File: src/hw/mem_side_consts.svh
// Memory side constants for widths, DRAM geometry and latency, and host register map
`ifndef MEM_SIDE_CONSTS_SVH
`define MEM_SIDE_CONSTS_SVH

// Command and data widths
`define MEM_ADDR_WIDTH 16
`define MEM_DATA_WIDTH 32

// Everything below the base is host MMIO
`define DRAM_BASE_ADDR 16'h8000

// DRAM words, index wraps modulo this count
`define DRAM_WORDS 256

// Cycles from command transfer to response valid
`define DRAM_LATENCY 3

// Host register map
`define HOST_FINISH_ADDR 16'h0010
`define HOST_COUNT_ADDR  16'h0020

`define EXIT_CODE_WIDTH 8

`endif

File: src/hw/mem_side_pkg.sv
// Memory side package with the shared vector types and the DRAM FSM states
`default_nettype none

`include "mem_side_consts.svh"

package mem_side_pkg;

  // Command address
  typedef logic [`MEM_ADDR_WIDTH-1:0] mem_addr_t;

  // Data word on commands and responses
  typedef logic [`MEM_DATA_WIDTH-1:0] mem_data_t;

  // Program exit code held by the host block
  typedef logic [`EXIT_CODE_WIDTH-1:0] exit_code_t;

  // DRAM model FSM
  typedef enum logic [1:0]
  {
    DRAM_IDLE = 2'd0,
    DRAM_WAIT = 2'd1,
    DRAM_RESP = 2'd2
  } dram_state_e;

endpackage : mem_side_pkg

`default_nettype wire

File: src/hw/mem_cmd_split.sv
// Command splitter routing by address to host or DRAM, one request in flight, response merge
`default_nettype none

`include "mem_side_consts.svh"

module mem_cmd_split
  (input  logic                    clk_i
   , input  logic                  reset_i

   // External command
   , input  logic                  cmd_v_i
   , input  logic                  cmd_we_i
   , input  mem_side_pkg::mem_addr_t cmd_addr_i
   , input  mem_side_pkg::mem_data_t cmd_data_i
   , output logic                  cmd_ready_o

   // External response
   , output logic                  resp_v_o
   , output mem_side_pkg::mem_data_t resp_data_o
   , input  logic                  resp_ready_i

   // DRAM target
   , output logic                  dram_cmd_v_o
   , input  logic                  dram_cmd_ready_i
   , input  logic                  dram_resp_v_i
   , input  mem_side_pkg::mem_data_t dram_resp_data_i

   // Host target
   , output logic                  host_cmd_v_o
   , input  logic                  host_cmd_ready_i
   , input  logic                  host_resp_v_i
   , input  mem_side_pkg::mem_data_t host_resp_data_i

   // Payload and ready shared by both targets
   , output logic                  fwd_we_o
   , output mem_side_pkg::mem_addr_t fwd_addr_o
   , output mem_side_pkg::mem_data_t fwd_data_o
   , output logic                  resp_ready_o
   );

  logic to_host;
  logic outstanding_r;
  logic cmd_fire;
  logic resp_fire;

  assign to_host = (cmd_addr_i < `DRAM_BASE_ADDR);

  // Valid goes only to the decoded target
  assign host_cmd_v_o = cmd_v_i & to_host & ~outstanding_r;
  assign dram_cmd_v_o = cmd_v_i & ~to_host & ~outstanding_r;
  assign cmd_ready_o  = (to_host ? host_cmd_ready_i : dram_cmd_ready_i) & ~outstanding_r;

  assign fwd_we_o   = cmd_we_i;
  assign fwd_addr_o = cmd_addr_i;
  assign fwd_data_o = cmd_data_i;

  // Host wins, though both never fire together
  assign resp_v_o     = host_resp_v_i | dram_resp_v_i;
  assign resp_data_o  = host_resp_v_i ? host_resp_data_i : dram_resp_data_i;
  assign resp_ready_o = resp_ready_i;

  assign cmd_fire  = cmd_v_i & cmd_ready_o;
  assign resp_fire = resp_v_o & resp_ready_i;

  always_ff @(posedge clk_i)
    begin
      if (reset_i)
        outstanding_r <= 1'b0;
      else if (cmd_fire)
        outstanding_r <= 1'b1;
      else if (resp_fire)
        outstanding_r <= 1'b0;
    end

endmodule : mem_cmd_split

`default_nettype wire

File: config.mk
export PLATFORM = sky130hd
export DESIGN_NAME = mem_cmd_split
export DESIGN_NICKNAME = d
export VERILOG_FILES = /design/src/hw/mem_side_pkg.sv /design/src/hw/mem_cmd_split.sv
export VERILOG_INCLUDE_DIRS = /design/src /design/src/hw
export SDC_FILE = /design/constraint.sdc
export NUM_CORES = 1
export LEC_CHECK = 0
export BUFFER_PORTS_ARGS = -buffer_cell sky130_fd_sc_hd__buf_2
export CAP_MARGIN = 20
export CELL_PAD_IN_SITES_DETAIL_PLACEMENT = 1
export CELL_PAD_IN_SITES_GLOBAL_PLACEMENT = 2
export CORE_MARGIN = 4
export CORE_UTILIZATION = 10
export CTS_BUF_LIST = sky130_fd_sc_hd__clkbuf_16
export DETAILED_ROUTE_END_ITERATION = 10
export PLACE_DENSITY_LB_ADDON = 0.2
export SETUP_SLACK_MARGIN = 0.3
export SLEW_MARGIN = 20
export SYNTH_ARGS = -nofsm -noshare
export SYNTH_HDL_FRONTEND = slang
export SYNTH_SLANG_ARGS = --single-unit
File: constraint.sdc
create_clock -name clk_i -period 1.5 [get_ports clk_i]
set_input_delay 0.45 -clock clk_i [delete_from_list [all_inputs] [get_ports clk_i]]
set_output_delay 0.45 -clock clk_i [all_outputs]
set_load 0.01 [all_outputs]
# --- Yosys cells after proc, flatten, opt, wreduce, memory -nomap -nowiden ---
# Cells that the tools add are included.
classes:
  n_lt_le_gt_ge: 1
  mux: 4
  n_bitwise: 10
  reduce_logical: 1
ops:
  columns: ["op", "n"]
  rows:
  - ["32-bit two-way mux", 1]
  - ["16-bit less-than comparator, second input constant", 1]
  - ["1-bit AND", 7]
  - ["1-bit two-way mux", 3]
  - ["1-bit inverter", 2]
  - ["2-bit nonzero test", 1]
  - ["1-bit bitwise OR", 1]
totals:
  register_bits: 1
  input_bits: 121
  elab_cells: 17

# --- Depth between registers and ports, before layout ---
# Gate-level depths: netlist of the first run.
logic_depth:
  ltp_word: 5
  mapped_depth: 4

# --- Worst setup path after synthesis of the first run ---
# OpenSTA, ideal clock, no wires.
synth_timing:
  path_kind: "input to output"
  from: "input host_resp_v_i"
  to: "output resp_v_o"
  arrival_time_ps: 1030
  slack_ps: 20
  path_stages: 3
  path_buffers: 2
  path_cell_list: "buf_6 buf_12 or2_2"
synth_via:
  elab_chain_len: 1
synth_lines:
  columns: ["element", "line_no", "source"]
  rows:
  - ["from (decl)", "mem_cmd_split.sv:31", ", input logic host_resp_v_i"]
  - ["1-bit bitwise OR", "mem_cmd_split.sv:58", "assign resp_v_o = host_resp_v_i | dram_resp_v_i;"]
  - ["to (decl)", "mem_cmd_split.sv:18", ", output logic resp_v_o"]
# No other way between the ends.

# --- Final worst setup path of the first run ---
layout_timing:
  from: "input host_resp_v_i"
  to: "output resp_data_o[1]"
layout_via:
  elab_chain_len: 1
layout_lines:
  columns: ["element", "line_no", "source"]
  rows:
  - ["32-bit two-way mux", "mem_cmd_split.sv:59", "assign resp_data_o = host_resp_v_i ? host_resp_data_i : dram_resp_data_i;"]
  - ["to (decl)", "mem_cmd_split.sv:19", ", output mem_side_pkg::mem_data_t resp_data_o"]
# No other way between the ends.

==> results.cfg, run 1 <==
[power]
clkPwrFrac_pct = 0
p_comb_share_pct = 94.5
power.share.sequential_pct = 5.5
leakage_nw = 0.900
switching_share_pct = 32.2
ir_drop_v = 0.000108
power_density_nw_per_um2 = 335
p_int_mw = 0.391
switching_power_mw = 0.186

[timing]
finalHoldViolCount = 0
slew_headroom_pct = 86.2
max_freq_mhz = 619
rsz0062_at_grt = true
drv_slew = 0
fin_crit_ns = 1.62
final.period_utilization_pct = 108
worst_clock_skew_ns = 0
setup_viol_count_final = 33
layout_setup_ws_ns = -0.116
worst_pin_slew_ns = 0.205

[detailed_routing]
drtAntennaViolNets = 0
first_pass_iters = 2
top_layer = met4
wl_met1_um = 1250
dr_wl_met3_um = 607
vias = 897
drt_iter0_markers = 16
finalWirelength_um = 4000
wl_per_cell_um = 13.7
vias_per_cell = 3.06
dr_wl_met2_um = 2110
drc = 0

[layout]
nets = 283
final_layout_size_suffix_gt1_share_pct = 96.3
largest_register_ff_count = 1
reg_top3 = outstanding_r (1)
area_growth_syn_to_layout_pct = 72.4
diodes = 0
final-instance-count-excl-fill = 293
finalInstanceArea_um2 = 1720
largest-register = outstanding_r
fin_util_pct = 17.7

[clock_tree]
hold_buffers = 0
path_clk_slew_ns = 0
clk_latency_ns = 0

[place]
io_buffers = 110
post-place-cells = 288
dp_slack_ns = -0.209
place_congestion = 0.656
place_area_um2 = 1320

[floorplanning]
rows = 36
dieArea_um2 = 11600
core_um2 = 9730
ioPinCount = 207
start_util_pct = 10.2
die_h_um = 108
fp.dieW_um = 108

[logic_synthesis]
synthSimpleGateAreaFrac_pct = 4.14
synth_seq_cells = 1
avgSynthCellArea_um2 = 10.4
ys_seq_area_share_pct = 2.01
synth-adder-area-share_pct = 0
muxShareOfSynthArea_pct = 47.7
synth_cells = 96
syn_area_um2 = 997
syn_nets = 217
synthXorXnorAreaFrac_pct = 0
ys_warn_count = 0
synth_compound_area_share_pct = 1.38
synth_cell_type_count = 15
synth_top_family_by_area = multiplexers

[worst_setup_path]
max_stage_delay_ns = 0.30
path_common_cell = buf_16
cp_top_family = buffers and inverters
arrival_ns = 1.17
startpoint_type = input port
rrSetupSlack_ns = 0.58
worst-path-stages = 4
crit_type = in -> out
rr_worst_depth = 2
cp-end-kind = primary output
r2r_end = outstanding_r
cp.required_ns = 1.05
path_cells = buf_16 > buf_16 > mux2_4 > buf_6
crit_slowest_cell = mux2_4
worstPathMaxFanout = 7
r2r_start = outstanding_r
cp_num_buf_inv = 3

[grt]
antenna_found_initial = 0
grt_pass1_wl_um = 5810
overflow = 0
grt_pass1_vias = 1037
grt_usage_pct = 6.21
grt_max_degree = 8

[run_status]
violations = negative setup slack
status = finished, violations left

[min_path]
hp-start = outstanding_r
hold_depth = 2
min_delay_worst_endpoint = outstanding_r
hold_path_class = reg -> reg

[flow_run]
maxCapViolCount = 0
placed cells by master (no fill, tap or decap):
cell type / instances
and3b_1: 1
buf_6: 34
buf_2: 74
or3b_1: 1
nor3b_2: 1
mux2_4: 32
nor2_1: 1
buf_12: 2
buf_4: 2
or2_4: 1
buf_16: 5
o2bb2ai_2: 1
buf_8: 1
mux2i_4: 1
dfxtp_1: 1
nor2b_1: 1
o21ai_1: 1
synth_stat cells:
| master | n | area share (%) |
|---|---|---|
| and3b_1 | 1 | 0.88 |
| buf_12 | 3 | 6.0 |
| buf_4 | 50 | 38 |
| buf_6 | 1 | 1.1 |
| dfxtp_1 | 1 | 2.0 |
| mux2_2 | 4 | 4.5 |
| mux2_4 | 28 | 42 |
| mux2i_1 | 1 | 1.0 |
| nor2_1 | 1 | 0.38 |
| nor2b_1 | 1 | 0.63 |
| nor3b_1 | 1 | 0.75 |
| o21ai_0 | 1 | 0.50 |
| o2bb2ai_1 | 1 | 0.88 |
| or2_2 | 1 | 0.63 |
| or3b_1 | 1 | 0.88 |
power groups by stage:
stage,clock (mW),combinational [mW],sequential [mW]
after floorplan,0,0.347,0.0311
after global placement,0,0.391,0.0319
after detailed placement,0,0.389,0.0320
after CTS,0,0.545,0.0320
after global routing,0,0.580,0.0322
final,0,0.545,0.0318
cell families (layout without fill, tap and decap cells):
family                 Yosys count  after routing
buffers and inverters           54            118
muxes                           33             33
and+or+nand+nor                  6              6
AOI/OAI and AO/OA                2              2
DFF                              1              1
stage by stage:
step	total power, mW	TNS [ns]	hold slack [ns]
global placement	0.423	-6.27	0.634
detailed placement	0.421	-6.02	0.636
finish	0.576	-3.34	0.632
floorplan	0.378	0	0.577
global route	0.612	-3.87	0.670
CTS	0.577	-3.55	0.635
worst max path at each step:
| stage | from | end | slack [ns] |
|---|---|---|---|
| finish | host_resp_v_i | resp_data_o[1] | -0.12 |
| floorplan | host_resp_v_i | resp_data_o[0] | 0.03 |
| global placement | host_resp_v_i | resp_data_o[18] | -0.22 |
| CTS | host_resp_v_i | resp_data_o[25] | -0.12 |
| detailed placement | host_resp_v_i | resp_data_o[11] | -0.21 |
| global route | host_resp_v_i | resp_data_o[1] | -0.13 |
tightest hold or removal path, cell delays in order (launching register included):
cell,delay [ns]
dfxtp_1,0.37
or3b_1,0.15
o2bb2ai_2,0.06
metal layers:
metal	GRT usage, %	up-vias
li1	-	406
met3	3.72	6
met5	0	-
met4	0.721	0
met1	6.25	405
met2	11.3	80
area by class of cell:
type / count / area, um^2
Timing Repair Buffer: 118 / 961
Tap cell: 133 / 166
Multi-Input combinational cell: 41 / 572
Fill cell: 1173 / 8010
Sequential cell: 1 / 20.0
repair_timing:
action,4_1_cts,5_1_grt
cloned,4,0
pin swaps,2,1
gates resized for setup,54,4
setup endpoints to repair,37,37
buffers inserted,1,0
Note: power is estimated with default switching activity, not from simulation.
==> inputs of run 2 (changes only) <==
--- a/config.mk
+++ b/config.mk
@@ -10,6 +10,7 @@
 export CAP_MARGIN = 20
 export CELL_PAD_IN_SITES_DETAIL_PLACEMENT = 1
 export CELL_PAD_IN_SITES_GLOBAL_PLACEMENT = 2
+export CORE_ASPECT_RATIO = 1.25
 export CORE_MARGIN = 4
 export CORE_UTILIZATION = 10
 export CTS_BUF_LIST = sky130_fd_sc_hd__clkbuf_16
==> run 2 against run 1 <==
  * The run still ends with negative setup slack left
  * Clock skew unchanged
  * Sequential share of layout area about the same
  * Via count up 1.0%
  * Core utilization about the same
  * Sequential cell count unchanged
  * Critical path depth unchanged
  * Hold slack worse by 0.0010 ns
  * Largest power group unchanged
==> results.cfg, run 2 (synthesis gave the netlist of run 1 again) <==
[floorplanning]
fp.dieW_um = 97.3
ioPinCount = 207
rows = 40
dieArea_um2 = 11600
die_h_um = 120
start_util_pct = 10.3
core_um2 = 9660

[timing]
final.period_utilization_pct = 107
setup_tns_ns = -3.32
fin_crit_ns = 1.61
finalHoldViolCount = 0
whs_ns = 0.631
max_freq_mhz = 621
setup_viol_count_final = 33
worst_clock_skew_ns = 0
worst_pin_slew_ns = 0.230
rsz0062_at_grt = true
drv_slew = 0
slew_headroom_pct = 84.5
layout_setup_ws_ns = -0.110

[power]
leakage_nw = 0.900
ir_drop_v = 0.000100
total_power_mw = 0.574
power_density_nw_per_um2 = 336

[layout]
num-fill-cells = 1138
area_growth_syn_to_layout_pct = 71.5
nets = 283
final-instance-count-excl-fill = 286
final_common_cell = buf_2
seq_area_um2 = 20.0
final_layout_size_suffix_gt1_share_pct = 96.3
diodes = 0
mostFrequentLayoutCells = 74 x buf_2, 34 x buf_6, 32 x mux2_4, 5 x buf_16
multiInputGateArea_um2 = 572
reg_top3 = outstanding_r (1)
largest_register_ff_count = 1
largest-register = outstanding_r

[worst_setup_path]
rrSetupSlack_ns = 0.58
startpoint_type = input port
path_cells = buf_16 > buf_12 > mux2_4 > buf_6
cp-end-kind = primary output
cp_num_buf_inv = 3
cp_top_family = buffers and inverters
rr_worst_depth = 2
crit_slowest_cell = mux2_4
crit_type = in -> out
worstPathMaxFanout = 8
r2r_end = outstanding_r
max_stage_delay_ns = 0.30
r2r_start = outstanding_r
arrival_ns = 1.16
startpoint = host_resp_v_i
cp.required_ns = 1.05

[detailed_routing]
vias = 906
wl_per_cell_um = 13.6
finalWirelength_um = 3890
drtAntennaViolNets = 0
first_pass_iters = 2
drc = 0
vias_per_cell = 3.17
drt_iter0_markers = 1

[place]
dp_slack_ns = -0.202
io_buffers = 110
post-place-cells = 281
place_congestion = 0.675
dp_hpwl_um = 3270

[min_path]
min_delay_worst_endpoint = outstanding_r
hold_depth = 2
hp-start = outstanding_r
hold_path_class = reg -> reg

[grt]
grt_pass1_vias = 1052
grt_usage_pct = 6.14
grt_max_degree = 9
grt_pass1_wl_um = 5820
overflow = 0
antenna_found_initial = 0

[clock_tree]
clk_latency_ns = 0
path_clk_slew_ns = 0
hold_buffers = 0

[flow_run]
maxCapViolCount = 0

[run_status]
status = finished, violations left
violations = negative setup slack
## run 2: worst min-delay path: cells and delay by family (launching register included)
| family | cells | cell delay [ns] |
|---|---|---|
| DFF | 1 | 0.37 |
| and+or+nand+nor | 1 | 0.15 |
| AOI/OAI and AO/OA | 1 | 0.06 |
## run 2: cell type report
type | instances | area share (%)
Timing Repair Buffer | 118 | 56.2
Sequential cell | 1 | 1.17
Tap cell | 126 | 9.22
Multi-Input combinational cell | 41 | 33.4
## run 2: repair_timing
| action | CTS | global route |
|---|---|---|
| buffers inserted | 1 | 0 |
| endpoints found under the hold margin | 0 | 0 |
| gates resized for setup | 60 | 2 |
| gates cloned | 4 | 0 |
| pin swaps | 1 | 0 |
| endpoints found under the setup margin | 36 | 36 |
## run 2: worst max path at each step
stage,end,cells after the start,slack (ns)
6_report,resp_data_o[24],4,-0.11
5_1_grt,resp_data_o[24],4,-0.13
4_1_cts,resp_data_o[30],4,-0.12
3_5_place_dp,resp_data_o[19],4,-0.20
3_3_place_gp,resp_data_o[24],4,-0.21
2_1_floorplan,resp_data_o[0],3,0.03
## run 2: per-stage QoR
step / cell area [um^2] / utilization (%)
floorplan: 1010 / -
global placement: 1310 / 13.6
detailed placement: 1310 / 13.6
CTS: 1700 / 17.6
global route: 1710 / 17.7
finish: 1710 / 17.7
## run 2: layer usage
layer / routed length [um] / vias to the layer above / track usage, %
met2: 1910 / 112 / 11.2
met4: 69 / 0 / 1.21
met3: 719 / 10 / 4.01
li1: - / 405 / -
met5: 0 / - / 0
met1: 1190 / 379 / 5.78
## run 2: report_power, final
part           total (mW)  switching, mW  internal (mW)
combinational       0.542          0.181          0.361
clock                   0              0              0
sequential         0.0317        0.00242         0.0293
==> inputs of run 3 (changes only) <==
--- a/config.mk
+++ b/config.mk
@@ -16,6 +16,7 @@
 export CTS_BUF_LIST = sky130_fd_sc_hd__clkbuf_16
 export DETAILED_ROUTE_END_ITERATION = 10
 export PLACE_DENSITY_LB_ADDON = 0.2
+export REMOVE_ABC_BUFFERS = 1
 export SETUP_SLACK_MARGIN = 0.3
 export SLEW_MARGIN = 20
 export SYNTH_ARGS = -nofsm -noshare
==> run 3 against run 2 <==
  * The run still ends with negative setup slack left
  * Hold slack better by 0.016 ns
  * Die area is the same
  * Critical path depth stayed put
  * Cell area decreased by 0.51%
  * Routed wire length rose by 69%
  * Global-route usage increased by 4.1 points
  * Core utilization fell by 0.091 points
  * Cell count stayed put
==> results.cfg, run 3 (synthesis gave the netlist of run 1 again) <==
[run_status]
status = finished, violations left
violations = negative setup slack

[floorplanning]
ioPinCount = 207
die_h_um = 120
rows = 40
core_um2 = 9660
dieArea_um2 = 11600
fp.dieW_um = 97.3
start_util_pct = 10.3

[detailed_routing]
drc = 0
vias_per_cell = 3.49
drtAntennaViolNets = 0
vias = 998
wl_per_cell_um = 23.1
finalWirelength_um = 6590
drt_iter0_markers = 11
first_pass_iters = 4

[worst_setup_path]
crit_type = in -> out
cp.required_ns = 1.05
cp_num_buf_inv = 3
startpoint_type = input port
path_cells = buf_16 > clkbuf_16 > mux2_4 > buf_6
cp-end-kind = primary output
arrival_ns = 1.17
crit_slowest_cell = mux2_4
cp_top_family = buffers and inverters
worstPathMaxFanout = 6
max_stage_delay_ns = 0.30

[grt]
grt-busiest-layer = met2
grt_pass1_vias = 1132
antenna_found_initial = 1
grt_usage_pct = 10.2
met1_usage_pct = 11.8
overflow = 0
grt_pass1_wl_um = 8710
grt.met3_usage_pct = 10.8
met2_usage_pct = 13.1
grt_max_degree = 11

[layout]
num-fill-cells = 1143
finalInstanceArea_um2 = 1700
final_common_cell = buf_2
area_growth_syn_to_layout_pct = 70.6
final-instance-count-excl-fill = 286
reg_top3 = outstanding_r (1)
nets = 283
largest_register_ff_count = 1
largest-register = outstanding_r
diodes = 0
mostFrequentLayoutCells = 74 x buf_2, 34 x buf_6, 32 x mux2_4, 4 x buf_16
final_layout_size_suffix_gt1_share_pct = 95.6

[timing]
layout_setup_ws_ns = -0.121
fin_crit_ns = 1.62
worst_pin_slew_ns = 0.184
max_freq_mhz = 617
rsz0062_at_grt = true
finalHoldViolCount = 0
setup_viol_count_final = 33
slew_headroom_pct = 87.6
final.period_utilization_pct = 108
whs_ns = 0.646
drv_slew = 0
worst_clock_skew_ns = 0

[power]
total_power_mw = 0.574
ir_drop_v = 0.0000772
leakage_nw = 0.898
power_density_nw_per_um2 = 337

[flow_run]
maxCapViolCount = 0

[place]
dp_hpwl_um = 5480
dp_slack_ns = -0.210
place_area_um2 = 1310
io_buffers = 110
post-place-cells = 281
place_congestion = 0.686

[min_path]
hold_path_class = reg -> reg

[clock_tree]
path_clk_slew_ns = 0
clk_latency_ns = 0
==> run 3: cell types whose count changed in the layout (fill, tap and decap cells not counted), sizes merged <==
cell / before / now
buf: 118 / 117
clkbuf: 0 / 1
==> run 3: timing repair <==
action,CTS,global route
hold buffers,0,0
resized for setup,56,2
setup endpoints to repair,37,37
pin swaps,1,1
endpoints found under the hold margin,0,0
buffers inserted,1,0
gates cloned,3,1
==> run 3: area by class of cell <==
type                            count  area (um^2)  share of cell area, %
Multi-Input combinational cell     41          566                   33.2
Tap cell                          126          158                   9.26
Timing Repair Buffer              118          958                   56.3
Sequential cell                     1         20.0                   1.18
==> run 3: routing by layer <==
| layer | vias to the layer above | wire length (um) |
|---|---|---|
| li1 | 406 | - |
| met1 | 438 | 2520 |
| met2 | 142 | 2580 |
| met3 | 8 | 1380 |
| met4 | 4 | 20 |
| met5 | - | 99 |
==> run 3: report_power, final <==
part	total, mW	switching, mW	leakage (nW)	internal (mW)
clock network	0	0	0	0
logic	0.542	0.183	0.889	0.359
registers	0.0321	0.00283	0.00824	0.0293
==> run 3: per-stage QoR <==
| step | TNS, ns | util, % |
|---|---|---|
| floorplan | 0 | - |
| global placement | -6.16 | 13.5 |
| detailed placement | -6.27 | 13.5 |
| CTS | -3.53 | 17.2 |
| global route | -4.02 | 17.6 |
| finish | -3.43 | 17.6 |
==> run 3: path summary, 6_finish.rpt <==
kind | start | end | slack (ns) | cells after the start
hold / removal | outstanding_r | outstanding_r | 0.65 | 2
setup / recovery | host_resp_v_i | resp_data_o[21] | -0.12 | 4
hold reg to reg | outstanding_r | outstanding_r | 0.65 | 2
setup reg to reg | outstanding_r | outstanding_r | 0.56 | 2
==> run 3: worst min-delay path, delay by kind of cell (launching register included) <==
family	cells	cell delay, ns
simple gates	1	0.14
compound gates	1	0.11
flops	1	0.33
