File: src/hw/mem_side_consts.svh
// Memory side constants for widths, DRAM geometry and latency, and host register map
`ifndef MEM_SIDE_CONSTS_SVH
`define MEM_SIDE_CONSTS_SVH

// Command and data widths
`define MEM_ADDR_WIDTH 16
`define MEM_DATA_WIDTH 32

// Everything below the base is host MMIO
`define DRAM_BASE_ADDR 16'h8000

// DRAM words, index wraps modulo this count
`define DRAM_WORDS 256

// Cycles from command transfer to response valid
`define DRAM_LATENCY 3

// Host register map
`define HOST_FINISH_ADDR 16'h0010
`define HOST_COUNT_ADDR  16'h0020

`define EXIT_CODE_WIDTH 8

`endif

File: src/hw/mem_side_pkg.sv
// Memory side package with the shared vector types and the DRAM FSM states
`default_nettype none

`include "mem_side_consts.svh"

package mem_side_pkg;

  // Command address
  typedef logic [`MEM_ADDR_WIDTH-1:0] mem_addr_t;

  // Data word on commands and responses
  typedef logic [`MEM_DATA_WIDTH-1:0] mem_data_t;

  // Program exit code held by the host block
  typedef logic [`EXIT_CODE_WIDTH-1:0] exit_code_t;

  // DRAM model FSM
  typedef enum logic [1:0]
  {
    DRAM_IDLE = 2'd0,
    DRAM_WAIT = 2'd1,
    DRAM_RESP = 2'd2
  } dram_state_e;

endpackage : mem_side_pkg

`default_nettype wire

File: src/hw/mem_host_mmio.sv
// Host MMIO block with the finish register, exit code and host write counter
`default_nettype none

`include "mem_side_consts.svh"

module mem_host_mmio
  (input  logic                    clk_i
   , input  logic                  reset_i

   , input  logic                  cmd_v_i
   , output logic                  cmd_ready_o
   , input  logic                  cmd_we_i
   , input  mem_side_pkg::mem_addr_t cmd_addr_i
   , input  mem_side_pkg::mem_data_t cmd_data_i

   , output logic                  resp_v_o
   , output mem_side_pkg::mem_data_t resp_data_o
   , input  logic                  resp_ready_i

   , output logic                  program_finish_o
   , output mem_side_pkg::exit_code_t exit_code_o
   );

  import mem_side_pkg::*;

  logic       resp_v_r;
  mem_data_t  resp_data_r;
  mem_data_t  host_count_r;
  mem_data_t  rd_data;
  exit_code_t exit_code_r;
  logic       finish_r;
  logic       cmd_fire;

  assign cmd_ready_o = ~resp_v_r;
  assign cmd_fire    = cmd_v_i & cmd_ready_o;

  // Register read mux
  always_comb
    begin
      if (cmd_addr_i == `HOST_COUNT_ADDR)
        rd_data = host_count_r;
      else if (cmd_addr_i == `HOST_FINISH_ADDR)
        rd_data = mem_data_t'(exit_code_r);
      else
        rd_data = '0;
    end

  always_ff @(posedge clk_i)
    begin
      if (reset_i)
        begin
          resp_v_r     <= 1'b0;
          host_count_r <= '0;
          exit_code_r  <= '0;
          finish_r     <= 1'b0;
        end
      else
        begin
          if (cmd_fire)
            resp_v_r <= 1'b1;
          else if (resp_ready_i)
            resp_v_r <= 1'b0;

          if (cmd_fire & cmd_we_i)
            begin
              host_count_r <= host_count_r + 1'b1;
              // Finish is sticky until reset
              if (cmd_addr_i == `HOST_FINISH_ADDR)
                begin
                  finish_r    <= 1'b1;
                  exit_code_r <= cmd_data_i[`EXIT_CODE_WIDTH-1:0];
                end
            end
        end
    end

  always_ff @(posedge clk_i)
    begin
      if (cmd_fire)
        resp_data_r <= cmd_we_i ? '0 : rd_data;
    end

  assign resp_v_o         = resp_v_r;
  assign resp_data_o      = resp_data_r;
  assign program_finish_o = finish_r;
  assign exit_code_o      = exit_code_r;

endmodule : mem_host_mmio

`default_nettype wire

File: config.mk
export PLATFORM = sky130hd
export DESIGN_NAME = mem_host_mmio
export DESIGN_NICKNAME = d
export VERILOG_FILES = /design/src/hw/mem_side_pkg.sv /design/src/hw/mem_host_mmio.sv
export VERILOG_INCLUDE_DIRS = /design/src /design/src/hw
export SDC_FILE = /design/constraint.sdc
export NUM_CORES = 1
export LEC_CHECK = 0
export BUFFER_PORTS_ARGS = -buffer_cell sky130_fd_sc_hd__buf_2
export CAP_MARGIN = 10
export CELL_PAD_IN_SITES_DETAIL_PLACEMENT = 1
export CELL_PAD_IN_SITES_GLOBAL_PLACEMENT = 2
export CORE_MARGIN = 2
export CORE_UTILIZATION = 31
export DETAILED_ROUTE_END_ITERATION = 8
export PLACE_DENSITY = 0.86
export SYNTH_ARGS = -nofsm -noshare
export SYNTH_HDL_FRONTEND = slang
export SYNTH_SLANG_ARGS = --single-unit
File: constraint.sdc
create_clock -name clk_i -period 2.84 [get_ports clk_i]
set_input_delay 0.568 -clock clk_i [delete_from_list [all_inputs] [get_ports clk_i]]
set_output_delay 0.568 -clock clk_i [all_outputs]
set_load 0.05 [all_outputs]
After elaboration in Yosys (flattened, before gate mapping)

Index checks and enable logic that the tools add are counted.

Input bits: 53
Word-level logic and storage cells: 17
Bits in registers: 74

Reductions and logical operators: 2
Bitwise operators: 3
Muxes and demuxes: 4
Eq/ne operators: 2
Add/subtract/negate cells: 1

Operators by type and width:

| cell                                                                    | count |
|---|---|
| 32-bit by 1-bit adder with 32-bit output (second input constant)        | 1 |
| 32-bit two-way mux                                                      | 1 |
| 16-bit by 5-bit equality test with 1-bit output (second input constant) | 1 |
| 16-bit by 6-bit equality test with 1-bit output (second input constant) | 1 |
| 8-bit two-way mux                                                       | 1 |
| 1-bit bitwise AND                                                       | 2 |
| 1-bit two-way mux                                                       | 2 |
| 2-bit AND reduction                                                     | 1 |
| 2-bit nonzero test                                                      | 1 |
| 1-bit NOT                                                               | 1 |

Longest topological paths before layout

Gate-level depths: netlist of run 1.

Depth after elaboration: 4
Gate-level depth with buffers: 7
Gate-level depth less buffers: 4

Least setup slack after synthesis of run 1

OpenSTA, ideal clock, no wires.

Path kind: reg2reg
Start: reg resp_v_r, in the netlist resp_v_o
End: reg resp_data_r[0], in the netlist resp_data_o[0], enable pin
Data required time: 2.416 ns
Arrival: 2.034 ns
Setup time: 0.424 ns
Cell stages (with the launch flop): 2
Period minus slack after synthesis: 2.458 ns
Buffers on the path: 0
Setup slack: 0.382 ns
Cells stage by stage: dfxtp_1 nor2b_1

Cells in the longest elaborated chain, start to end: 2

Ends and longest elaborated chain:

| what                   | RTL line            | RTL |
|---|---|---|
| from (decl)            | mem_host_mmio.sv:26 | `logic resp_v_r;` |
| from (signal assigned) | mem_host_mmio.sv:52 | `resp_v_r <= 1'b0;` |
| from (signal assigned) | mem_host_mmio.sv:60 | `resp_v_r <= 1'b1;` |
| from (signal assigned) | mem_host_mmio.sv:62 | `resp_v_r <= 1'b0;` |
| 1-bit NOT              | mem_host_mmio.sv:34 | `assign cmd_ready_o = ~resp_v_r;` |
| 1-bit bitwise AND      | mem_host_mmio.sv:35 | `assign cmd_fire = cmd_v_i & cmd_ready_o;` |
| via cmd_fire           | mem_host_mmio.sv:32 | `logic cmd_fire;` |
| to (signal assigned)   | mem_host_mmio.sv:80 | `resp_data_r <= cmd_we_i ? '0 : rd_data;` |
| to (decl)              | mem_host_mmio.sv:27 | `mem_data_t resp_data_r;` |

The timed path passes the listed nets, and every way through them passes these cells.
A chain may end at the register's enable or synchronous reset.

Worst setup path in the final report of run 1

Start: in cmd_addr_i[9]
End: reg resp_data_r[20], in the netlist resp_data_o[20] (data pin)

Cells in the longest elaborated chain, start to end: 2

Ends and longest elaborated chain:

| what                                                      | RTL line            | RTL |
|---|---|---|
| from (decl)                                               | mem_host_mmio.sv:13 | `, input mem_side_pkg::mem_addr_t cmd_addr_i` |
| 16-bit by 6-bit equality test with 1-bit output (no line) | -                   |  |
| 32-bit two-way mux                                        | mem_host_mmio.sv:40 | `` if (cmd_addr_i == `HOST_COUNT_ADDR) `` |

No other way between the ends.

==> results of run 1 <==
-- power by group through the flow --
stage                     combinational [mW]  clock [mW]  sequential [mW]
final                                  0.174       0.971             1.14
after global routing                   0.184        1.04             1.15
after CTS                              0.176       0.997             1.14
after detailed placement               0.176           0             1.17
after global placement                 0.174           0             1.17
after floorplan                       0.0343           0             1.25
-- registers in the layout (all words and copies together) (netlist names) --
register,flops
exit_code_o,8
host_count_r,32
program_finish_o,1
resp_data_o,32
resp_v_o,1
-- Yosys cell counts (2+ instances only) --
master                      n
sky130_fd_sc_hd__a21oi_1   29
sky130_fd_sc_hd__a22o_1     8
sky130_fd_sc_hd__and2_1    27
sky130_fd_sc_hd__and3_1     3
sky130_fd_sc_hd__and4_1     6
sky130_fd_sc_hd__buf_2      5
sky130_fd_sc_hd__buf_4      2
sky130_fd_sc_hd__clkbuf_1   9
sky130_fd_sc_hd__dfxtp_1   42
sky130_fd_sc_hd__edfxtp_1  32
sky130_fd_sc_hd__inv_1      4
sky130_fd_sc_hd__nand2_1   12
sky130_fd_sc_hd__nand3_1   15
sky130_fd_sc_hd__nand4_1   11
sky130_fd_sc_hd__nand4_2    2
sky130_fd_sc_hd__nor2_1    16
sky130_fd_sc_hd__nor2b_1    2
sky130_fd_sc_hd__nor4_1     4
sky130_fd_sc_hd__o21ai_0   13
sky130_fd_sc_hd__o31ai_1   14
sky130_fd_sc_hd__or3_1      5
sky130_fd_sc_hd__or4_1     14
sky130_fd_sc_hd__xor2_1    10
-- routing by layer --
| layer | up-vias | wire, um | global-route usage, % |
|---|---|---|---|
| li1 | 1259 | - | - |
| met1 | 1250 | 3220 | 17.1 |
| met2 | 45 | 3850 | 24.8 |
| met3 | 17 | 269 | 3.40 |
| met4 | 0 | 187 | 5.64 |
| met5 | - | 0 | 0 |
-- cell type report --
| cell class | instances | share of cell area, % |
|---|---|---|
| Clock buffer | 11 | 3.36 |
| Timing Repair Buffer | 76 | 10.0 |
| Clock inverter | 5 | 2.66 |
| Inverter | 4 | 0.384 |
| Multi-Input combinational cell | 204 | 33.1 |
| Tap cell | 136 | 4.35 |
| Sequential cell | 74 | 46.1 |
-- worst min path at each step --
stage	start	endpoint	slack, ns
6_report	resp_ready_i	resp_v_o$_SDFFE_PP0P_	0.40
5_1_grt	resp_ready_i	resp_v_o$_SDFFE_PP0P_	0.39
4_1_cts	resp_ready_i	resp_v_o$_SDFFE_PP0P_	0.38
3_5_place_dp	program_finish_o$_SDFFE_PP0P_	program_finish_o$_SDFFE_PP0P_	0.46
3_3_place_gp	program_finish_o$_SDFFE_PP0P_	program_finish_o$_SDFFE_PP0P_	0.44
2_1_floorplan	host_count_r[29]$_SDFFE_PP0P_	host_count_r[29]$_SDFFE_PP0P_	0.46
-- kinds of logic after synthesis --
logic type / share of synthesized area [%]
buf+inv: 3.28
compound gates: 12.3
xor+xnor: 3.01
simple gates: 24.4
mux: 0.352
fa+ha+maj: 0.391
flops: 56.3
-- stage by stage --
stage	cell area (um2)	hold WS, ns
2_1_floorplan	3200	0.456
3_3_place_gp	3670	0.445
3_5_place_dp	3670	0.458
4_1_cts	3910	0.379
5_1_grt	3910	0.387
6_report	3910	0.396
-- cells in the final DEF (no fill, tap or decap), drive strengths merged, types with 10 or more instances in the layout --
master  instances
clkbuf         11
xor2           10
nand2          12
buf            76
edfxtp         32
dfxtp          42
and2           27
nor2           16
nand3          16
a21oi          29
o31ai          14
or4            14
nand4          13
o21ai          13
-- critical path, stage by stage --
cell	delay [ns]
sky130_fd_sc_hd__buf_2	0.10
sky130_fd_sc_hd__nor4_1	0.41
sky130_fd_sc_hd__nand4_2	0.38
sky130_fd_sc_hd__nor4b_4	0.30
sky130_fd_sc_hd__buf_4	0.33
sky130_fd_sc_hd__and2_1	0.20
==> metrics.txt, run 1 <==
# TYPE chip_impl_metric gauge
chip_impl_info{name="path_class",value="input port to register"} 1
chip_impl_metric{name="cts_hold_buf",unit=""} 0
chip_impl_metric{name="cp_max_fo",unit=""} 32
chip_impl_metric{name="totalWireLength",unit="mm"} 7.53
chip_impl_metric{name="finish.utilization",unit="%"} 38.4
chip_impl_metric{name="clk_path_buf_depth",unit=""} 2
chip_impl_info{name="critPathLaunch",value="cmd_addr_i[9]"} 1
chip_impl_metric{name="design.core.area",unit="um2"} 10200
chip_impl_metric{name="hpwl",unit="mm"} 5.21
chip_impl_info{name="result_of_the_run",value="complete, no violations"} 1
chip_impl_metric{name="routedWlPerCell",unit="um"} 14.8
chip_impl_info{name="min_path_type",value="input port to register"} 1
chip_impl_metric{name="num_antenna_cells",unit=""} 0
chip_impl_metric{name="n_fill_cell",unit=""} 1191
chip_impl_metric{name="finalSetupTns",unit="ns"} 0
chip_impl_metric{name="layout_worst_path_cycle_share",unit="%"} 72.9
chip_impl_info{name="critical_path_endpoint_category",value="register"} 1
chip_impl_metric{name="tightestPinTransition",unit="ns"} 0.608
chip_impl_info{name="cts.root.buffer_cell",value="sky130_fd_sc_hd__clkbuf_8"} 1
chip_impl_info{name="r2r-start",value="host_count_r[3]$_SDFFE_PP0P_"} 1
chip_impl_metric{name="seq_area_frac_synth",unit="%"} 56.3
chip_impl_metric{name="min_path_cells",unit=""} 2
chip_impl_metric{name="hold_viol",unit=""} 0
chip_impl_metric{name="r2r_setup_slack",unit="ns"} 0.93
chip_impl_metric{name="detailedRoute.firstPassIterationCount",unit=""} 4
chip_impl_metric{name="global_route_wire_length_before_repair",unit="mm"} 12.8
chip_impl_metric{name="globalRouteOverflowTotal",unit=""} 0
chip_impl_metric{name="syn2layout_area_growth",unit="%"} 22.2
chip_impl_metric{name="numPlacedInstances",unit=""} 494
chip_impl_metric{name="power.leakage",unit="nW"} 1.45
chip_impl_metric{name="track_usage",unit="%"} 14.3
chip_impl_metric{name="nets",unit=""} 423
chip_impl_metric{name="cts_buffers",unit=""} 9
chip_impl_metric{name="net-switching-power",unit="mW"} 0.530
chip_impl_metric{name="vias_per_cell",unit=""} 5.04
chip_impl_metric{name="syn-cell-area",unit="um2"} 3200
chip_impl_metric{name="postSynthAreaPerCell",unit="um2"} 10.7
chip_impl_metric{name="cts_htree_levels",unit=""} 3
chip_impl_metric{name="synth-edff-count",unit=""} 32
chip_impl_metric{name="clock_power_share",unit="%"} 42.4
chip_impl_metric{name="ys_types",unit=""} 38
chip_impl_metric{name="die_w",unit="um"} 106
chip_impl_metric{name="max-slew-margin-rel",unit="%"} 59.3
chip_impl_metric{name="boundaryPins",unit=""} 96
chip_impl_metric{name="final-seq-area",unit="um2"} 1800
chip_impl_info{name="r2r_end",value="host_count_r[26]$_SDFFE_PP0P_"} 1
chip_impl_metric{name="placement.setup.worst_slack",unit="ns"} 0.366
chip_impl_metric{name="report.final.slew_viol_count",unit=""} 0
chip_impl_metric{name="power.total",unit="mW"} 2.29
chip_impl_info{name="synth.area.top_cells",value="sky130_fd_sc_hd__edfxtp_1 30%, sky130_fd_sc_hd__dfxtp_1 26%, sky130_fd_sc_hd__and2_1 5.3%, sky130_fd_sc_hd__a21oi_1 4.5%, sky130_fd_sc_hd__o31ai_1 3.3%"} 1
chip_impl_metric{name="synth_top_cell_area_share",unit="%"} 30.0
chip_impl_metric{name="cts_repair_resize_count",unit=""} 0
chip_impl_metric{name="pwr-share-seq",unit="%"} 50.0
chip_impl_metric{name="cts.sink_count",unit=""} 74
chip_impl_metric{name="r2r_worst_path_depth",unit=""} 5
chip_impl_metric{name="route.vias.total",unit=""} 2571
chip_impl_metric{name="synth-seq-cells",unit=""} 74
chip_impl_metric{name="multi_input_comb_area",unit="um2"} 1290
chip_impl_metric{name="antenna_found_initial",unit=""} 0
chip_impl_metric{name="max-vdd-ir-drop",unit="V"} 0.000237
chip_impl_info{name="tritoncts",value="built"} 1
chip_impl_info{name="cp-start-kind",value="input port"} 1
chip_impl_metric{name="clkLatencyLatePin",unit="ns"} 0.35
chip_impl_metric{name="drt_iter0_markers",unit=""} 124
chip_impl_metric{name="timing.final.crit_period",unit="ns"} 2.07
chip_impl_metric{name="pwr_density_cell",unit="nW/um2"} 585
chip_impl_metric{name="initial_core_util",unit="%"} 31.4
chip_impl_metric{name="switching_share",unit="%"} 23.2
chip_impl_metric{name="combinationalPowerShare",unit="%"} 7.6
chip_impl_metric{name="internal_power",unit="mW"} 1.76
chip_impl_metric{name="synth.yosys.warnings",unit=""} 0
chip_impl_metric{name="syn_inst",unit=""} 300
chip_impl_metric{name="port-buffer-count",unit=""} 71
chip_impl_metric{name="cp.required",unit="ns"} 3.05
chip_impl_metric{name="synthArstFlopShare",unit="%"} 0
chip_impl_metric{name="signal_arrival_time_at_the_worst_endpoint",unit="ns"} 2.28
chip_impl_metric{name="grt_start_max_net_pins",unit=""} 33
chip_impl_metric{name="post-cts-setup-buffer-count",unit=""} 0
chip_impl_info{name="worstSetupEndpoint",value="resp_data_o[20]$_SDFFCE_PP0P_"} 1
chip_impl_metric{name="die-area",unit="um2"} 11100
chip_impl_metric{name="finalWorstSetupSlack",unit="ns"} 0.769
chip_impl_info{name="yosys.area.top_type",value="sky130_fd_sc_hd__edfxtp_1"} 1
chip_impl_metric{name="grt_pass1_vias",unit=""} 2680
chip_impl_metric{name="gp_congestion",unit=""} 0.701
chip_impl_metric{name="detail_route.drc_violations",unit=""} 0
chip_impl_metric{name="fin_skew",unit="ns"} 0.00716
chip_impl_metric{name="finalSetupViolCount",unit=""} 0
chip_impl_metric{name="route.antenna.remaining_nets",unit=""} 0
chip_impl_metric{name="clock_slew_at_the_register_clock_pins_of_the_worst_setup_and_hold_paths",unit="ns"} 0.07
chip_impl_metric{name="layout-drive-gt1-share",unit="%"} 25.9
chip_impl_metric{name="final-instance-count-excl-fill",unit=""} 510
chip_impl_metric{name="chipHeight",unit="um"} 106
chip_impl_metric{name="fmaxAchievable",unit="MHz"} 483
chip_impl_metric{name="core.rowCount",unit=""} 37
chip_impl_metric{name="postSynthNetCount",unit=""} 354
chip_impl_metric{name="drv.max_cap_violation_count",unit=""} 0
chip_impl_info{name="synth-main-ff-cell",value="sky130_fd_sc_hd__dfxtp_1"} 1
chip_impl_info{name="rsz0062_at_grt",value="no"} 1
(Power assumes the default switching activity.)
==> run 2, diff against run 1 <==
clock period = 2 ns   (was 2.84 ns; I/O delays follow)
==> run 2 against run 1 <==
Compared with the run above: first-iteration DRC count decreased by 15%; clock power increased by 31%; non-clock buffer count increased by 11; register-to-register slack got worse by 0.72 ns.
==> metrics.txt, run 2 (synthesized netlist as in run 1, its figures left out) <==
# TYPE chip_impl_metric gauge
chip_impl_metric{name="r2r_worst_path_depth",unit=""} 5
chip_impl_metric{name="net-switching-power",unit="mW"} 0.772
chip_impl_metric{name="pwr-share-seq",unit="%"} 51.4
chip_impl_info{name="result_of_the_run",value="complete, no violations"} 1
chip_impl_metric{name="combinationalPowerShare",unit="%"} 8.2
chip_impl_metric{name="vias_per_cell",unit=""} 5.07
chip_impl_metric{name="boundaryPins",unit=""} 96
chip_impl_metric{name="internal_power",unit="mW"} 2.38
chip_impl_metric{name="detail_route.drc_violations",unit=""} 0
chip_impl_metric{name="timing.final.crit_period",unit="ns"} 1.79
chip_impl_info{name="final_common_cell",value="sky130_fd_sc_hd__buf_2"} 1
chip_impl_metric{name="cts_hold_buf",unit=""} 0
chip_impl_info{name="critical_path_endpoint_category",value="register"} 1
chip_impl_metric{name="drv.max_cap_violation_count",unit=""} 0
chip_impl_metric{name="r2r_setup_slack",unit="ns"} 0.21
chip_impl_metric{name="detailedRoute.firstPassIterationCount",unit=""} 4
chip_impl_metric{name="syn2layout_area_growth",unit="%"} 24.8
chip_impl_metric{name="grt_start_max_net_pins",unit=""} 33
chip_impl_metric{name="clock_power_share",unit="%"} 40.4
chip_impl_info{name="hold_path.startpoint",value="resp_ready_i"} 1
chip_impl_metric{name="core.rowCount",unit=""} 37
chip_impl_metric{name="cts_htree_levels",unit=""} 3
chip_impl_metric{name="cts.sink_count",unit=""} 74
chip_impl_info{name="r2r-start",value="host_count_r[7]$_SDFFE_PP0P_"} 1
chip_impl_info{name="r2r_end",value="host_count_r[23]$_SDFFE_PP0P_"} 1
chip_impl_metric{name="design.core.area",unit="um2"} 10200
chip_impl_metric{name="routedWlPerCell",unit="um"} 14.8
chip_impl_info{name="whs_endpoint",value="resp_v_o$_SDFFE_PP0P_"} 1
chip_impl_info{name="rsz0062_at_grt",value="no"} 1
chip_impl_metric{name="max-vdd-ir-drop",unit="V"} 0.000239
chip_impl_metric{name="finalSetupViolCount",unit=""} 0
chip_impl_metric{name="fmaxAchievable",unit="MHz"} 559
chip_impl_metric{name="port-buffer-count",unit=""} 71
chip_impl_metric{name="hold_viol",unit=""} 0
chip_impl_info{name="cts.root.buffer_cell",value="sky130_fd_sc_hd__clkbuf_8"} 1
chip_impl_metric{name="die-area",unit="um2"} 11100
chip_impl_metric{name="layout-drive-gt1-share",unit="%"} 27.8
chip_impl_metric{name="die_w",unit="um"} 106
chip_impl_metric{name="cp.required",unit="ns"} 2.29
chip_impl_metric{name="antenna_found_initial",unit=""} 0
chip_impl_info{name="min_path_type",value="input port to register"} 1
chip_impl_metric{name="cts_repair_resize_count",unit=""} 0
chip_impl_metric{name="cts_buffers",unit=""} 9
chip_impl_metric{name="route.vias.total",unit=""} 2639
chip_impl_metric{name="clk_path_buf_depth",unit=""} 2
chip_impl_metric{name="grt_pass1_vias",unit=""} 2639
chip_impl_metric{name="chipHeight",unit="um"} 106
chip_impl_metric{name="critical_path.max_stage_delay",unit="ns"} 0.49
chip_impl_info{name="critical_path.cell_chain",value="and4_1 > nand4_1 > buf_4 > or4_1 > a21oi_1"} 1
chip_impl_metric{name="power.total",unit="mW"} 3.15
chip_impl_metric{name="pwr_density_cell",unit="nW/um2"} 789
chip_impl_info{name="most-common-layout-cells",value="71 x sky130_fd_sc_hd__buf_2, 42 x sky130_fd_sc_hd__dfxtp_1, 32 x sky130_fd_sc_hd__edfxtp_1"} 1
chip_impl_metric{name="totalWireLength",unit="mm"} 7.69
chip_impl_info{name="critPathSlowestCell",value="sky130_fd_sc_hd__or4_1"} 1
chip_impl_metric{name="track_usage",unit="%"} 14.6
chip_impl_metric{name="initial_core_util",unit="%"} 31.4
chip_impl_metric{name="drt_iter0_markers",unit=""} 105
chip_impl_metric{name="clock_slew_at_the_register_clock_pins_of_the_worst_setup_and_hold_paths",unit="ns"} 0.08
chip_impl_metric{name="power.leakage",unit="nW"} 1.49
chip_impl_metric{name="tightestPinTransition",unit="ns"} 0.421
chip_impl_metric{name="report.final.slew_viol_count",unit=""} 0
chip_impl_metric{name="path_buf_inv",unit=""} 1
chip_impl_metric{name="signal_arrival_time_at_the_worst_endpoint",unit="ns"} 2.08
chip_impl_info{name="tritoncts",value="built"} 1
chip_impl_metric{name="layout_worst_path_cycle_share",unit="%"} 89.5
chip_impl_metric{name="max-slew-margin-rel",unit="%"} 71.9
chip_impl_metric{name="fin_skew",unit="ns"} 0.00923
chip_impl_metric{name="finalSetupTns",unit="ns"} 0
chip_impl_metric{name="route.antenna.remaining_nets",unit=""} 0
chip_impl_metric{name="nets",unit=""} 434
chip_impl_metric{name="gp_congestion",unit=""} 0.718
chip_impl_metric{name="cp_max_fo",unit=""} 30
chip_impl_metric{name="post-cts-setup-buffer-count",unit=""} 0
chip_impl_info{name="critPathLaunch",value="host_count_r[7]$_SDFFE_PP0P_"} 1
chip_impl_metric{name="min_path_cells",unit=""} 2
chip_impl_metric{name="globalRouteOverflowTotal",unit=""} 0
chip_impl_info{name="cp-start-kind",value="register"} 1
chip_impl_info{name="critPathTopFamily",value="simple AND/OR/NAND/NOR gates"} 1
chip_impl_metric{name="clkLatencyLatePin",unit="ns"} 0.36
chip_impl_info{name="path_class",value="register to register"} 1
chip_impl_metric{name="switching_share",unit="%"} 24.5
chip_impl_metric{name="global_route_wire_length_before_repair",unit="mm"} 12.9
chip_impl_metric{name="num_antenna_cells",unit=""} 0
chip_impl_metric{name="hpwl",unit="mm"} 5.42
-- run 2: cell types whose count changed in the layout (fill, tap and decap cells not counted) --
cell	delta
sky130_fd_sc_hd__buf_12	+2
sky130_fd_sc_hd__buf_4	+9
sky130_fd_sc_hd__bufinv_16	-1
sky130_fd_sc_hd__clkbuf_1	+1
sky130_fd_sc_hd__clkinv_2	-1
sky130_fd_sc_hd__clkinvlp_4	+1
-- run 2: worst max-delay path by stage --
| stage | end | slack [ns] | depth (start not counted) |
|---|---|---|---|
| 6_report | host_count_r[23]$_SDFFE_PP0P_ | 0.21 | 5 |
| 3_3_place_gp | resp_data_o[20]$_SDFFCE_PP0P_ | 0.08 | 6 |
| 4_1_cts | host_count_r[26]$_SDFFE_PP0P_ | 0.21 | 5 |
| 3_5_place_dp | resp_data_o[30]$_SDFFCE_PP0P_ | 0.07 | 6 |
| 5_1_grt | host_count_r[24]$_SDFFE_PP0P_ | 0.07 | 5 |
| 2_1_floorplan | resp_data_o[0]$_SDFFCE_PP0P_ | 0.14 | 1 |
-- run 2: per-layer routing --
layer | global-route usage, % | vias to the layer above | wire [um]
met4 | 6.20 | 0 | 142
li1 | - | 1287 | -
met5 | 0 | - | 0
met2 | 24.6 | 42 | 3920
met3 | 3.46 | 11 | 245
met1 | 17.9 | 1299 | 3370
-- run 2: area by class of cell --
cell class                 count  area [um2]
fill                        1190        6190
sequential                    74        1800
multi-input combinational    204        1290
timing repair buffer          87         500
tap                          136         170
clock buffer                  12         135
clock inverter                 4        76.3
inverter                       4        15.0
-- run 2: power by group through the flow --
stage               Sequential [mW]  Combinational [mW]  Clock [mW]
global route                   1.63               0.276        1.37
floorplan                      1.78              0.0492           0
global placement               1.65               0.261           0
detailed placement             1.66               0.264           0
CTS                            1.62               0.264        1.30
finish                         1.62               0.260        1.27
-- run 2: metrics by stage --
step / hold slack, ns / utilization [%] / instances / setup WS [ns] / instance area [um2]
finish: 0.221 / 39.2 / 521 / 0.210 / 3990
floorplan: 0.456 / - / 300 / 0.141 / 3200
CTS: 0.199 / 39.2 / 521 / 0.205 / 3990
global placement: 0.446 / 37.1 / 505 / 0.0841 / 3780
global route: 0.216 / 39.2 / 521 / 0.0699 / 3990
detailed placement: 0.478 / 37.1 / 505 / 0.0667 / 3780
==> run 3, diff against run 2 <==
GPL_TIMING_DRIVEN = 0   (was not set)
==> run 3 against run 2 <==
Compared with the run above: critical path depth increased by 2; first-iteration DRC count down 27%; routed wire length up 6.0%; combinational power shrank 4%; register-to-register slack worse by 0.05 ns; clock skew increased by 0.00088 ns; cell count up 0.77%; sequential power about the same; power down 1.4%; worst setup slack got worse by 0.099 ns; flip-flop and latch count unchanged; die area stayed put; critical path type is now input port to register; critical endpoint is now resp_data_o[20]$_SDFFCE_PP0P_; largest cell class unchanged; largest power group unchanged.
==> metrics.txt, run 3 (synthesized netlist as in run 1, its figures left out) <==
# TYPE chip_impl_metric gauge
chip_impl_info{name="critPathLaunch",value="cmd_addr_i[12]"} 1
chip_impl_info{name="tritoncts",value="built"} 1
chip_impl_metric{name="cts_htree_levels",unit=""} 3
chip_impl_metric{name="port-buffer-count",unit=""} 70
chip_impl_metric{name="clkLatencyLatePin",unit="ns"} 0.35
chip_impl_info{name="critical_path_endpoint_category",value="register"} 1
chip_impl_metric{name="global_route_wire_length_before_repair",unit="mm"} 13.6
chip_impl_metric{name="die-area",unit="um2"} 11100
chip_impl_metric{name="finalWorstSetupSlack",unit="ns"} 0.111
chip_impl_info{name="result_of_the_run",value="complete, no violations"} 1
chip_impl_metric{name="drt_iter0_markers",unit=""} 77
chip_impl_metric{name="core.rowCount",unit=""} 37
chip_impl_metric{name="cts_buffers",unit=""} 9
chip_impl_info{name="most-common-layout-cells",value="77 x sky130_fd_sc_hd__buf_2, 40 x sky130_fd_sc_hd__dfxtp_1, 32 x sky130_fd_sc_hd__edfxtp_1"} 1
chip_impl_metric{name="totalWireLength",unit="mm"} 8.14
chip_impl_metric{name="placement.setup.worst_slack",unit="ns"} -0.351
chip_impl_metric{name="grt_start_max_net_pins",unit=""} 33
chip_impl_metric{name="nets",unit=""} 438
chip_impl_metric{name="max-vdd-ir-drop",unit="V"} 0.000281
chip_impl_metric{name="detailedRoute.firstPassIterationCount",unit=""} 4
chip_impl_metric{name="hold_viol",unit=""} 0
chip_impl_metric{name="cts_hold_buf",unit=""} 0
chip_impl_metric{name="boundaryPins",unit=""} 96
chip_impl_metric{name="tightestPinTransition",unit="ns"} 0.929
chip_impl_metric{name="power.total",unit="mW"} 3.11
chip_impl_metric{name="fin_skew",unit="ns"} 0.0101
chip_impl_info{name="critPathSlowestCell",value="sky130_fd_sc_hd__nor4_1"} 1
chip_impl_metric{name="pwr_density_cell",unit="nW/um2"} 781
chip_impl_metric{name="die_w",unit="um"} 106
chip_impl_metric{name="drv.max_cap_violation_count",unit=""} 0
chip_impl_metric{name="vias_per_cell",unit=""} 5.03
chip_impl_metric{name="detail_route.drc_violations",unit=""} 0
chip_impl_info{name="whs_endpoint",value="resp_v_o$_SDFFE_PP0P_"} 1
chip_impl_info{name="cts.root.buffer_cell",value="sky130_fd_sc_hd__clkbuf_8"} 1
chip_impl_metric{name="hpwl",unit="mm"} 5.83
chip_impl_metric{name="initial_core_util",unit="%"} 31.4
chip_impl_metric{name="layout-drive-gt1-share",unit="%"} 28.0
chip_impl_info{name="final_common_cell",value="sky130_fd_sc_hd__buf_2"} 1
chip_impl_info{name="critical_path.cell_chain",value="buf_2 > nor4_1 > nand4_2 > nor4b_4 > buf_4 > buf_2 > and2_1"} 1
chip_impl_metric{name="chipHeight",unit="um"} 106
chip_impl_metric{name="layout_worst_path_cycle_share",unit="%"} 94.5
chip_impl_metric{name="cp.required",unit="ns"} 2.20
chip_impl_metric{name="gp_congestion",unit=""} 0.779
chip_impl_metric{name="num_antenna_cells",unit=""} 0
chip_impl_metric{name="max-slew-margin-rel",unit="%"} 37.9
chip_impl_metric{name="min_path_cells",unit=""} 2
chip_impl_info{name="cp-start-kind",value="input port"} 1
chip_impl_metric{name="finalSetupViolCount",unit=""} 0
chip_impl_info{name="hold_path.startpoint",value="resp_ready_i"} 1
chip_impl_metric{name="cts.sink_count",unit=""} 74
chip_impl_metric{name="syn2layout_area_growth",unit="%"} 24.3
chip_impl_info{name="r2r-start",value="host_count_r[5]$_SDFFE_PP0P_"} 1
chip_impl_metric{name="track_usage",unit="%"} 15.5
chip_impl_metric{name="antenna_found_initial",unit=""} 0
chip_impl_metric{name="globalRouteOverflowTotal",unit=""} 0
chip_impl_metric{name="timing.final.crit_period",unit="ns"} 1.89
chip_impl_metric{name="route.antenna.remaining_nets",unit=""} 0
chip_impl_metric{name="report.final.slew_viol_count",unit=""} 0
chip_impl_metric{name="routedWlPerCell",unit="um"} 15.5
chip_impl_metric{name="fmaxAchievable",unit="MHz"} 529
chip_impl_metric{name="cp_max_fo",unit=""} 10
chip_impl_metric{name="critical_path.max_stage_delay",unit="ns"} 0.43
chip_impl_metric{name="design.core.area",unit="um2"} 10200
chip_impl_info{name="r2r_end",value="host_count_r[22]$_SDFFE_PP0P_"} 1
chip_impl_metric{name="r2r_setup_slack",unit="ns"} 0.16
chip_impl_metric{name="clk_path_buf_depth",unit=""} 2
chip_impl_metric{name="power.leakage",unit="nW"} 1.48
chip_impl_metric{name="path_buf_inv",unit=""} 3
chip_impl_metric{name="route.vias.total",unit=""} 2642
chip_impl_info{name="path_class",value="input port to register"} 1
chip_impl_metric{name="signal_arrival_time_at_the_worst_endpoint",unit="ns"} 2.09
chip_impl_metric{name="grt_pass1_vias",unit=""} 2730
chip_impl_metric{name="r2r_worst_path_depth",unit=""} 6
chip_impl_info{name="critPathTopFamily",value="simple AND/OR/NAND/NOR gates"} 1
chip_impl_metric{name="clock_slew_at_the_register_clock_pins_of_the_worst_setup_and_hold_paths",unit="ns"} 0.07
chip_impl_info{name="critical_path.most_common_cell",value="sky130_fd_sc_hd__buf_2"} 1
chip_impl_info{name="min_path_type",value="input port to register"} 1
run 3: power by group:
group / switching, mW / internal [mW]
sequential: 0.0139 / 1.61
clock: 0.539 / 0.694
combinational: 0.195 / 0.0556
total: 0.748 / 2.36
run 3: area by class of cell:
cell class	instances	area, um2
flip-flops and latches	74	1800
clock inverters	6	81.3
inverters	4	15.0
clock buffers	10	128
multi-input cells	204	1310
plain buffers	17	87.6
well taps	136	170
fillers	1195	6210
repair buffers	74	380
run 3: worst reg2reg max path, delay by kind of cell (launching register included):
| kind | cells | cell delay [ns] |
|---|---|---|
| simple gates | 3 | 0.85 |
| flops | 1 | 0.39 |
| buf+inv | 2 | 0.37 |
| compound gates | 1 | 0.16 |
run 3: worst max path at each step:
stage	endpoint	slack (ns)	cells after the start
2_1_floorplan	resp_data_o[0]$_SDFFCE_PP0P_	0.14	1
3_3_place_gp	resp_data_o[5]$_SDFFCE_PP0P_	-0.32	6
3_5_place_dp	resp_data_o[3]$_SDFFCE_PP0P_	-0.35	6
4_1_cts	resp_data_o[3]$_SDFFCE_PP0P_	0.008	6
5_1_grt	resp_data_o[5]$_SDFFCE_PP0P_	-0.01	7
6_report	resp_data_o[20]$_SDFFCE_PP0P_	0.11	7
run 3: through the flow:
step / instances / cell area (um2) / util (%) / TNS [ns] / hold WS, ns
5_1_grt: 525 / 3980 / 39.1 / -0.0149 / 0.222
2_1_floorplan: 300 / 3200 / - / 0 / 0.456
6_report: 525 / 3980 / 39.1 / 0 / 0.230
4_1_cts: 524 / 3950 / 38.8 / 0 / 0.215
3_5_place_dp: 506 / 3730 / 36.6 / -9.93 / 0.458
3_3_place_gp: 506 / 3720 / 36.5 / -15.50 / 0.448
run 3: what timing repair did:
action	4_1_cts	5_1_grt
pin swaps	1	2
endpoints found under the hold margin	0	0
endpoints found under the setup margin	1	43
buffers inserted	2	2
resized for setup	1	6
run 3: per-layer routing:
layer  share of wire [%]  vias to the layer above  global-route usage (%)
met2                  51                       52                    25.8
li1                    -                     1289                       -
met4                 1.7                        0                    5.17
met1                  44                     1290                    19.8
met5                   0                        -                       0
met3                 3.5                       11                    3.53
